### src/usibPkg.sv
`default_nettype none

package usibPkg;

	// --------------------------------------------------
	// Bus and field widths
	// --------------------------------------------------
	localparam int USIB_WIDTH       = 32;	// Bus word width
	localparam int CSR_ADRS_WIDTH   = 16;	// CSR address field, bits 15:0
	localparam int BLOCK_ADRS_WIDTH = 5;	// Block number field, bits 20:16

	localparam int CMD_MSB   = 31;	// Command field top bit
	localparam int CMD_LSB   = 30;
	localparam int BLOCK_LSB = 16;	// Block number starts right above CSR address

	localparam int BLOCK_NUM       = 4;	// Connected blocks
	localparam int CSR_DEPTH       = 8;	// Registers per bank
	localparam int CSR_INDEX_WIDTH = $clog2(CSR_DEPTH);

	// --------------------------------------------------
	// Types
	// --------------------------------------------------
	typedef logic [USIB_WIDTH-1:0]        usibWord_t;
	typedef logic [CMD_MSB-CMD_LSB:0]     usibCmd_t;
	typedef logic [BLOCK_ADRS_WIDTH-1:0]  blockAdrs_t;
	typedef logic [CSR_ADRS_WIDTH-1:0]    csrAdrs_t;
	typedef logic [CSR_INDEX_WIDTH-1:0]   csrIndex_t;

	// Command codes in bits 31:30
	localparam usibCmd_t CMD_NONE       = 2'd0;	// Ignored by every block
	localparam usibCmd_t CMD_WRITE      = 2'd1;
	localparam usibCmd_t CMD_READ       = 2'd2;
	localparam usibCmd_t CMD_WRITE_READ = 2'd3;	// Read returns pre-write value

	// Identity register reads as base plus block index
	localparam usibWord_t CSR_ID_BASE = 32'hC5B0_0000;

	// Writable bits per register index
	localparam usibWord_t CSR_WRITE_MASK [CSR_DEPTH] = '{
		32'h0000_0000,	// Identity, read only
		32'hFFFF_FFFF,
		32'h0000_00FF,
		32'hFF00_FF00,
		32'h0FFF_FFF0,
		32'h8000_0001,
		32'h7FFF_FFFF,
		32'h0000_FFFF	// Low half only
	};

	// Command to read data, in clock edges
	localparam int READ_LATENCY = 3;

endpackage

`default_nettype wire
### src/usibTop.sv
`default_nettype none

module usibTop (
	input  wire logic               iSCLK,
	input  wire logic               iSRST,
	input  wire usibPkg::usibWord_t iMUsiAdrs,	// Master command word
	input  wire usibPkg::usibWord_t iMUsiWd,	// Master write data
	output wire usibPkg::usibWord_t oMUsiRd	// Read data, three cycles after command
);
	import usibPkg::*;

	// --------------------------------------------------
	// Interconnect wiring
	// --------------------------------------------------
	wire usibWord_t                       sUsiAdrs;	// Registered command to blocks
	wire usibWord_t                       sUsiWd;	// Registered write data
	wire logic [BLOCK_NUM*USIB_WIDTH-1:0] sUsiRdBus;	// One word slice per block

	usibRouter router_i (
		.iSCLK     (iSCLK),
		.iSRST     (iSRST),
		.iMUsiAdrs (iMUsiAdrs),
		.iMUsiWd   (iMUsiWd),
		.iSUsiRd   (sUsiRdBus),
		.oSUsiAdrs (sUsiAdrs),
		.oSUsiWd   (sUsiWd),
		.oMUsiRd   (oMUsiRd)
	);

	// --------------------------------------------------
	// Connected blocks
	// --------------------------------------------------
	for (genvar k = 0; k < BLOCK_NUM; k++)
	begin : gBlock
		wire logic      wrStrobe;
		wire logic      rdStrobe;
		wire csrIndex_t csrIndex;

		// Decode stage
		usibCmdDecode #(
			.pBlockIndex (k)
		) cmdDecode_i (
			.iSUsiAdrs (sUsiAdrs),
			.wrStrobe  (wrStrobe),
			.rdStrobe  (rdStrobe),
			.csrIndex  (csrIndex)
		);

		// Register bank, drives slice k of the read bus
		usibCsrBank #(
			.pBlockIndex (k)
		) csrBank_i (
			.iSCLK    (iSCLK),
			.iSRST    (iSRST),
			.wrStrobe (wrStrobe),
			.rdStrobe (rdStrobe),
			.csrIndex (csrIndex),
			.iSUsiWd  (sUsiWd),
			.oSUsiRd  (sUsiRdBus[k*USIB_WIDTH +: USIB_WIDTH])
		);
	end

endmodule

`default_nettype wire

### src/usibCsrBank.sv
`default_nettype none

module usibCsrBank #(
	parameter int pBlockIndex = 0	// Added to the identity base
) (
	input  wire logic               iSCLK,
	input  wire logic               iSRST,
	input  wire logic               wrStrobe,	// From the block's decoder
	input  wire logic               rdStrobe,
	input  wire usibPkg::csrIndex_t csrIndex,
	input  wire usibPkg::usibWord_t iSUsiWd,	// Forwarded write data
	output usibPkg::usibWord_t      oSUsiRd	// Read word, zero when not addressed
);
	import usibPkg::*;

	// Register 0 is not stored
	usibWord_t csrReg [1:CSR_DEPTH-1];
	usibWord_t idWord;
	usibWord_t wrMask;
	usibWord_t curWord;
	usibWord_t mergedWord;

	// --------------------------------------------------
	// Identity and write mask
	// --------------------------------------------------
	assign idWord = CSR_ID_BASE + usibWord_t'(pBlockIndex);

	// Mask of the addressed register
	assign wrMask = CSR_WRITE_MASK[csrIndex];

	// --------------------------------------------------
	// Current value of the addressed register
	// --------------------------------------------------
	always_comb
	begin
		curWord = idWord;	// Index 0
		for (int i = 1; i < CSR_DEPTH; i++)
		begin
			if (csrIndex == csrIndex_t'(i))
				curWord = csrReg[i];
		end
	end

	// New bits inside mask, old bits elsewhere
	assign mergedWord = (curWord & ~wrMask) | (iSUsiWd & wrMask);

	// --------------------------------------------------
	// Register writes
	// --------------------------------------------------
	always_ff @(posedge iSCLK)
	begin
		if (iSRST)
		begin
			for (int i = 1; i < CSR_DEPTH; i++)
			begin
				csrReg[i] <= '0;
			end
		end
		else if (wrStrobe)
		begin
			for (int i = 1; i < CSR_DEPTH; i++)
			begin
				if (csrIndex == csrIndex_t'(i))
					csrReg[i] <= mergedWord;
			end
		end
	end

	// --------------------------------------------------
	// Read word
	// --------------------------------------------------
	// Same edge as a write, so a write-read sees the old value
	always_ff @(posedge iSCLK)
	begin
		if (iSRST)
			oSUsiRd <= '0;
		else if (rdStrobe)
			oSUsiRd <= curWord;
		else
			oSUsiRd <= '0;	// Unaddressed banks put zero on the bus
	end

endmodule

`default_nettype wire

### src/usibCmdDecode.sv
`default_nettype none

module usibCmdDecode #(
	parameter int pBlockIndex = 0	// Block number this decoder answers to
) (
	input  wire usibPkg::usibWord_t iSUsiAdrs,	// Forwarded command word
	output logic                    wrStrobe,
	output logic                    rdStrobe,
	output usibPkg::csrIndex_t      csrIndex	// Register inside the bank
);
	import usibPkg::*;

	usibCmd_t   cmd;
	blockAdrs_t blockAdrs;
	csrAdrs_t   csrAdrs;
	logic       blockHit;
	logic       adrsHit;
	logic       isWrite;
	logic       isRead;
	logic       regZero;

	// --------------------------------------------------
	// Field extraction
	// --------------------------------------------------
	assign cmd       = iSUsiAdrs[CMD_MSB:CMD_LSB];
	assign blockAdrs = iSUsiAdrs[BLOCK_LSB +: BLOCK_ADRS_WIDTH];
	assign csrAdrs   = iSUsiAdrs[CSR_ADRS_WIDTH-1:0];

	// Low address bits pick the register
	assign csrIndex = csrAdrs[CSR_INDEX_WIDTH-1:0];

	// --------------------------------------------------
	// Hit detection
	// --------------------------------------------------
	assign blockHit = (blockAdrs == blockAdrs_t'(pBlockIndex));

	// Addresses past the bank are not decoded
	assign adrsHit = (csrAdrs < csrAdrs_t'(CSR_DEPTH));

	// Write-read sets both
	always_comb
	begin
		isWrite = 1'b0;
		isRead  = 1'b0;
		case (cmd)
			CMD_WRITE:
			begin
				isWrite = 1'b1;
			end
			CMD_READ:
			begin
				isRead = 1'b1;
			end
			CMD_WRITE_READ:
			begin
				isWrite = 1'b1;
				isRead  = 1'b1;
			end
			default:
			begin
				isWrite = 1'b0;	// CMD_NONE
				isRead  = 1'b0;
			end
		endcase
	end

	assign regZero = (csrIndex == '0);	// Identity register

	// Identity takes reads only
	assign wrStrobe = blockHit && adrsHit && isWrite && !regZero;
	assign rdStrobe = blockHit && adrsHit && isRead;

endmodule

`default_nettype wire

### src/usibRouter.sv
`default_nettype none

module usibRouter (
	input  wire logic                                           iSCLK,
	input  wire logic                                           iSRST,
	input  wire usibPkg::usibWord_t                             iMUsiAdrs,	// Master command word
	input  wire usibPkg::usibWord_t                             iMUsiWd,	// Master write data
	input  wire logic [usibPkg::BLOCK_NUM*usibPkg::USIB_WIDTH-1:0] iSUsiRd,	// Block k at 32k+31:32k
	output usibPkg::usibWord_t                                  oSUsiAdrs,	// To every block
	output usibPkg::usibWord_t                                  oSUsiWd,
	output usibPkg::usibWord_t                                  oMUsiRd	// Back to master
);
	import usibPkg::*;

	blockAdrs_t blockDly;	// Block number, aligned with bank read word
	usibCmd_t   cmdDly;		// Command, same alignment
	usibWord_t  sUsiRd [BLOCK_NUM];
	usibWord_t  selWord;
	logic       blockInRange;
	logic       readDly;

	// --------------------------------------------------
	// Forward path to the blocks
	// --------------------------------------------------
	always_ff @(posedge iSCLK)
	begin
		if (iSRST)
			oSUsiAdrs <= '0;	// Command field back to CMD_NONE
		else
			oSUsiAdrs <= iMUsiAdrs;
	end

	always_ff @(posedge iSCLK)
	begin
		oSUsiWd <= iMUsiWd;	// Only meaningful with a write command
	end

	// Second stage, tracks the word the banks load
	always_ff @(posedge iSCLK)
	begin
		if (iSRST)
		begin
			blockDly <= '0;
			cmdDly   <= CMD_NONE;
		end
		else
		begin
			blockDly <= oSUsiAdrs[BLOCK_LSB +: BLOCK_ADRS_WIDTH];
			cmdDly   <= oSUsiAdrs[CMD_MSB:CMD_LSB];
		end
	end

	// --------------------------------------------------
	// Read return selection
	// --------------------------------------------------
	// Split flat bus into one word per block
	for (genvar k = 0; k < BLOCK_NUM; k++)
	begin : gSplit
		assign sUsiRd[k] = iSUsiRd[k*USIB_WIDTH +: USIB_WIDTH];
	end

	assign blockInRange = blockDly < blockAdrs_t'(BLOCK_NUM);
	assign readDly      = (cmdDly == CMD_READ) || (cmdDly == CMD_WRITE_READ);

	always_comb
	begin
		selWord = '0;	// No match gives zero
		for (int k = 0; k < BLOCK_NUM; k++)
		begin
			if (blockDly == blockAdrs_t'(k))
				selWord = sUsiRd[k];
		end
	end

	// Read word to master, held between reads
	always_ff @(posedge iSCLK)
	begin
		if (iSRST)
			oMUsiRd <= '0;
		else if (!blockInRange)
			oMUsiRd <= '0;	// Nobody at this block number
		else if (readDly)
			oMUsiRd <= selWord;
	end

endmodule

`default_nettype wire

### config.mk
export PLATFORM = sky130hd
export DESIGN_NAME = usibTop
export DESIGN_NICKNAME = d
export VERILOG_FILES = /design/src/usibPkg.sv /design/src/usibTop.sv /design/src/usibCsrBank.sv /design/src/usibCmdDecode.sv /design/src/usibRouter.sv
export SDC_FILE = /design/constraint.sdc
export NUM_CORES = 2
export LEC_CHECK = 0
export ABC_AREA = 1
export BUFFER_PORTS_ARGS = -buffer_cell sky130_fd_sc_hd__buf_2
export CAP_MARGIN = 0
export CORE_UTILIZATION = 25
export CTS_CLUSTER_DIAMETER = 80
export DETAILED_ROUTE_END_ITERATION = 7
export HOLD_SLACK_MARGIN = 0.02
export PLACE_DENSITY_LB_ADDON = 0.08
export SYNTH_ARGS = -nofsm -noshare
export SYNTH_HDL_FRONTEND = slang
export SYNTH_SLANG_ARGS = --single-unit
### constraint.sdc
create_clock -name iSCLK -period 6.3 [get_ports iSCLK]
set_input_delay 0.63 -clock iSCLK [delete_from_list [all_inputs] [get_ports iSCLK]]
set_output_delay 0.63 -clock iSCLK [all_outputs]
set_load 0.02 [all_outputs]
After elaboration in Yosys (flattened, before gate mapping)

Memories as Yosys holds them, arrays and structs flattened.
Index checks and enable logic that the tools add are counted.
Widths: inputs -> output; s select.

Bits in registers: 231
Bits in writable memories: 896
Bits in read-only memories: 256
Logic and storage cells: 264
Memories: 5

Magnitude comparators: 3
Eq/ne operators: 18
Mux-type cells: 157
Bitwise logic cells: 44
Reductions and logical operators: 28

Memory list:

| name                       | words | width | rd ports | clocked after memory_dff | write ports | RTL line          | text |
|---|---|---|---|---|---|---|---|
| (no name shown)            | 8     | 32    | 1        | 0                        | 0           | usibCsrBank.sv:29 | `assign wrMask = CSR_WRITE_MASK[csrIndex];` |
| gBlock[0].csrBank_i.csrReg | 7     | 32    | 7        | 0                        | 7           | usibCsrBank.sv:17 | `usibWord_t csrReg [1:CSR_DEPTH-1];` |
| gBlock[1].csrBank_i.csrReg | 7     | 32    | 7        | 0                        | 7           | usibCsrBank.sv:17 |  |
| gBlock[2].csrBank_i.csrReg | 7     | 32    | 7        | 0                        | 7           | usibCsrBank.sv:17 |  |
| gBlock[3].csrBank_i.csrReg | 7     | 32    | 7        | 0                        | 7           | usibCsrBank.sv:17 |  |

Operators with widths:

| operator            | count |
|---|---|
| $mux 32             | 62 |
| $and 32x32->32      | 5 |
| $or 32x32->32       | 4 |
| $mux 1              | 95 |
| $not 32->32         | 1 |
| $or 1x1->1          | 28 |
| $eq 5x2->1 const B  | 4 |
| $logic_and 1x1->1   | 16 |
| $lt 16x4->1 const B | 1 |
| $reduce_or 2->1     | 7 |
| $eq 3x3->1 const B  | 4 |
| $eq 5x1->1 const B  | 2 |
| $logic_not 5->1     | 2 |
| $eq 2x2->1 const B  | 4 |
| $eq 3x2->1 const B  | 2 |
| $lt 5x3->1 const B  | 1 |
| $not 1->1           | 5 |
| $ge 4x4->1 const B  | 1 |
| $not 3->4           | 1 |
| $eq 3x1->1 const B  | 1 |
| $logic_not 3->1     | 1 |
| $eq 2x1->1 const B  | 1 |
| $logic_not 1->1     | 1 |
| $logic_or 1x1->1    | 1 |

Logic depth before layout (Yosys ltp)

Word-level depth: 11
Mapped depth: 17

Hierarchy

A second synthesis with hierarchy kept.

Cell total of the unflattened synthesis: 5698
Area total of the unflattened synthesis: 52783.1 um2

Modules (own cells, without submodules):

| module                                     | instances | cells each | area an instance (um2) |
|---|---|---|---|
| usibCsrBank at gBlock[1].csrBank_i         | 1         | 1295       | 12386.9 |
| usibCsrBank at gBlock[3].csrBank_i         | 1         | 1294       | 12152.9 |
| usibCsrBank at gBlock[2].csrBank_i         | 1         | 1279       | 11997.8 |
| usibCsrBank at gBlock[0].csrBank_i         | 1         | 1178       | 11494.8 |
| usibRouter                                 | 1         | 557        | 4309.1 |
| usibCmdDecode at gBlock[1].cmdDecode_i ... | 3         | 24         | 111.4 |
| usibCmdDecode at gBlock[0].cmdDecode_i     | 1         | 23         | 107.6 |

Worst setup path after synthesis

Ideal clock, no wire load.

Path kind: register to register
From: register router_i.oSUsiAdrs[0]
To: memory gBlock[0].csrBank_i.csrReg[2][0] (netlist name) (enable)
Setup time: 0.466 ns
Arrival: 3.613 ns
Required time: 5.834 ns
Path slack: 2.222 ns
Stages on the path, launching flop included: 9
Clock period less this slack: 4.078 ns
Cell sequence: dfxtp_1 -> inv_1 -> ha_1 -> buf_2 -> inv_2 -> nor2_4 -> inv_1 -> clkbuf_1 -> o21ai_0

RTL lines:

| element                | RTL line          | text |
|---|---|---|
| from (decl)            | usibRouter.sv:9   | `output usibPkg::usibWord_t oSUsiAdrs,` |
| from (signal assigned) | usibRouter.sv:30  | `oSUsiAdrs <= iMUsiAdrs;` |
| to (decl)              | usibCsrBank.sv:17 |  |

==> results by stage <==
STA:
- Timing would allow up to 247.7 MHz.
- The worst path uses 64.08% of the clock period.
- The total negative setup slack is 0 ps.
- Measured against its own limit, the worst slew margin works out to 26.41%.
- For the pin with the worst max-slew slack, the measured transition is about 1100 ps.
- The worst clock skew is between 20 and 30 ps.
- The setup violation total in the final timing report is 0.
- The number of pins with negative max-slew slack in the final report came to 0.
- The final critical path time including I/O delays and setup is just over 4000 ps.
- Setup repair after global routing left no endpoint under its margin.
- The number of failing hold endpoints at the final stage was 0.

Finish:
- Cells with a size suffix above 1 make up between 10% and 20% of the layout.
- Leaving out fill and tap cells, the most frequent cells in the layout are nand2_1, a21oi_1, edfxtp_1, nor2_1, inv_1.
- The number of nets in the layout is approximately 5.6k.
- After routing the design area is between 50000 and 60000 µm².
- The fill cell instance count of the final layout is 21.58k.
- Cells fill between 20 and 30% of the core in the end.
- The area growth from synthesis to layout is 17.03%.
- The most common cell after layout, fill and taps aside is nand2_1.

Power and ir drop:
- The reported leakage power is between 20 and 25 nW.
- Registers are responsible for about 46% of the overall power.
- Per report_power, the combinational group accounts for 7.9% of the total.
- The highest ir drop seen on vdd is around 190 µV.
- The total design power is 17.82 mW.
- In this run, the clock network consumes approximately 46% of the power.
- The total power per unit cell area is between 300 and 400 nW/µm².
- The power spent charging and discharging nets is ~4.7 mW.
- Net switching is between 20% and 30% of the power.
- The internal power of the cells totals 13.13 mW.

Floorplan:
- The core region is 201900 µm².
- The number of placement rows is between 150 and 200.
- The die boundary height is about 450 µm.
- The die is 452.5 µm wide.
- Once the floorplan was initialized, standard cells occupied 25.13% of the core.
- The top-level port count is around 100.
- The total die area is between 200000 and 250000 µm².

Clock network:
- The clock-pin slew of the registers on the worst-case setup and hold paths is around 60 ps.
- The number of buffers between clock root and the deepest sink is 3.
- For this design, the sink count on the clock tree is 1117.
- The clock tree root driver cell is clkbuf_16.
- TritonCTS built the clock tree.
- The count of instances resized after the clock tree is built is 0.
- In this run, CTS created clock tree buffers numbering 145.
- The clock latency on the worst-skew pair is approximately 800 ps.
- The post-CTS setup-driven buffer insertion count is 0.
- CTS built an H-tree with a depth of 4.

Yosys:
- Yosys mapped a number of flops with a built-in enable equal to roughly 900.
- The most used flip-flop cell after synthesis is edfxtp_1.
- The synthesized design spends more area on one cell type than any other, namely edfxtp_1.
- The share of flip-flops with an asynchronous set or reset after synthesis is 0%.
- Sequential cells were found to cover between 60% and 70% of the synthesized design area.
- Synthesis inferred around 1.1k register bits.
- The number of nets in the synthesized netlist is ~5.5k.
- Sorting the synthesized cells by area gives the leading types as edfxtp_1, nand2_1, a21oi_1, dfxtp_1, nand3_1.
- In this run, distinct cell masters in the synthesized netlist total 35.
- The post-synthesis instance total is between 5k and 6k.
- The mean area per synthesized cell is between 9 and 10 µm².
- The synthesized area is 50750 µm².
- The share of the synthesized area in the top cell type is 53.02%.
- The Yosys step of the flow raised 0 warnings.

Status:
- The flow ran to the end, and the final reports show no timing, DRC or antenna violations.

GRT:
- The via count of the first global-routing pass is 38.46k.
- The aggregate global routing overflow is 0.
- The largest net degree at the start of global routing is just under 100.
- The global routing usage summed across all routing layers is between 20% and 30%.
- The initial antenna violation count is 2.
- The first global-routing pass estimated 295.5 mm of wire.

Worst hold path:
- Along the worst hold path, the cell count comes to 3.
- The tightest min-delay check is of the primary input to flop type.

Worst setup path:
- The signal on the critical path passes through inv_6 -> nand2_2 -> nand2_4 -> inv_2 -> nand2_1 -> o21ai_4 -> buf_4.
- The critical path in this run is classified as flop to flop.
- STA classifies the critical path endpoint as a flop.
- The kind of start point of the critical path is a flop.
- Counting cells, the worst reg-to-reg path comes to 7.
- In this run the worst path has a maximum fanout of 45.
- The cell with the largest stage delay on the worst path is o21ai_4.
- The critical path arrival is approximately 4500 ps.
- The largest stage delay on the critical path is 1060 ps.
- The required arrival time at the worst endpoint is 6750 ps.

Route:
- The number of nets with antenna violations after detailed routing is 0.
- In this run, the number of DRC markers left after iteration 0 of detailed routing was a little under 3k.
- The wire length per cell after detailed routing is roughly 25 µm.
- The first TritonRoute pass finished after 7 iterations.
- The average vias per placed instance is between 4 and 5.
- The total number of vias is approximately 39k.
- The remaining design rule violation count is 0.
- The routed design has approximately 210 mm of wire.

Placement:
- The number of buffers added on ports is 88.
- The cell area reported after detailed placement is about 54000 µm².
- The detailed-placement wirelength estimate is around 120 mm.
- The global placer's final weighted congestion is between 0.7 and 0.8.

Run:
- The number of max-capacitance violations reported is 0.
[final cells by class]
cell class | count | area, µm² | share of cell area (%)
sequential | 1117 | 31330 | 52.75
tap | 2672 | 3343 | 5.629
inverter | 346 | 1338 | 2.252
clock buffer | 228 | 4232 | 7.125
timing repair buffer | 261 | 1939 | 3.265
antenna | 7 | 17.52 | 0.02949
clock inverter | 44 | 415.4 | 0.6994
multi-input combinational | 3620 | 16780 | 28.25
[power by group through the flow]
stage | Sequential [mW] | Combinational, mW | Clock [mW]
finish | 8.23 | 1.41 | 8.18
global route | 8.25 | 1.54 | 8.64
CTS | 8.23 | 1.43 | 8.40
global placement | 8.38 | 1.41 | 0
detailed placement | 8.39 | 1.41 | 0
floorplan | 8.39 | 0.774 | 0
[registers in the layout, summed over array words and instances, names as in the netlist]
name / count
router_i.cmdDly: 1
router_i.oSUsiAdrs: 23
router_i.oSUsiWd: 32
gBlock.csrBank_i.csrReg: 896
gBlock.csrBank_i.oSUsiRd: 128
router_i.oMUsiRd: 32
router_i.blockDly: 5
[metrics by stage]
stage / setup WS [ps] / hold WS [ps] / instances
finish: 2263 / 135.3 / 8295
detailed placement: 2280 / 435.3 / 7971
floorplan: 2222 / 403.0 / 5464
global route: 2105 / 107.2 / 8289
CTS: 2250 / 81.56 / 8288
global placement: 2224 / 432.6 / 7971
[worst max-delay path: cells and delay by family (launching register included)]
family / cells / cell delay (ps)
AO/OA/AOI/OAI: 1 / 1060
buffers and inverters: 3 / 980
flip-flops: 1 / 820
AND/OR/NAND/NOR: 3 / 780
[what timing repair did]
action                                  4_1_cts  5_1_grt
hold endpoints to repair                     45        0
hold buffers                                 45        0
endpoints found under the setup margin        0        0
[worst paths after layout]
check	startpoint	endpoint	slack, ps
worst max-delay path	router_i.oSUsiAdrs[2]	gBlock[3].csrBank_i.csrReg[1][26]	2260
worst min-delay path	iMUsiAdrs[2]	router_i.oSUsiAdrs[2]	140
worst max register to register	router_i.oSUsiAdrs[2]	gBlock[3].csrBank_i.csrReg[1][26]	2260
worst min register to register	router_i.oSUsiAdrs[18]	router_i.blockDly[2]	440
[Yosys cell counts (5+ instances only)]
cell type / instances
dfxtp_1: 221
nand2_1: 1553
buf_1: 9
nand3_1: 282
nor2_1: 362
nor2_4: 5
nand3_4: 7
nand2_2: 32
or2_2: 129
inv_1: 333
buf_6: 25
inv_2: 11
a21oi_1: 1080
o21ai_0: 80
a21oi_2: 31
buf_4: 11
clkbuf_1: 197
edfxtp_1: 896
nor3_1: 5
buf_2: 138
o22ai_1: 32
[cells by family after synthesis]
group / Yosys count / share of synthesized area, %
DFF: 1117 / 61.74
buffers and inverters: 727 / 6.181
and+or+nand+nor: 2387 / 19.52
adders and majority gates: 4 / 0.09863
AOI/OAI and AO/OA: 1229 / 12.47
[per-layer routing]
metal  track usage (%)  vias to the layer above  routed length, µm
met5                 0                        -                193
met4             4.793                        2               4412
met3             2.153                      213               6568
met1             27.54                    19900              97320
li1                  -                    18470                  -
met2             34.26                      703             101600
No activity file was read; power rests on OpenSTA's default activity.
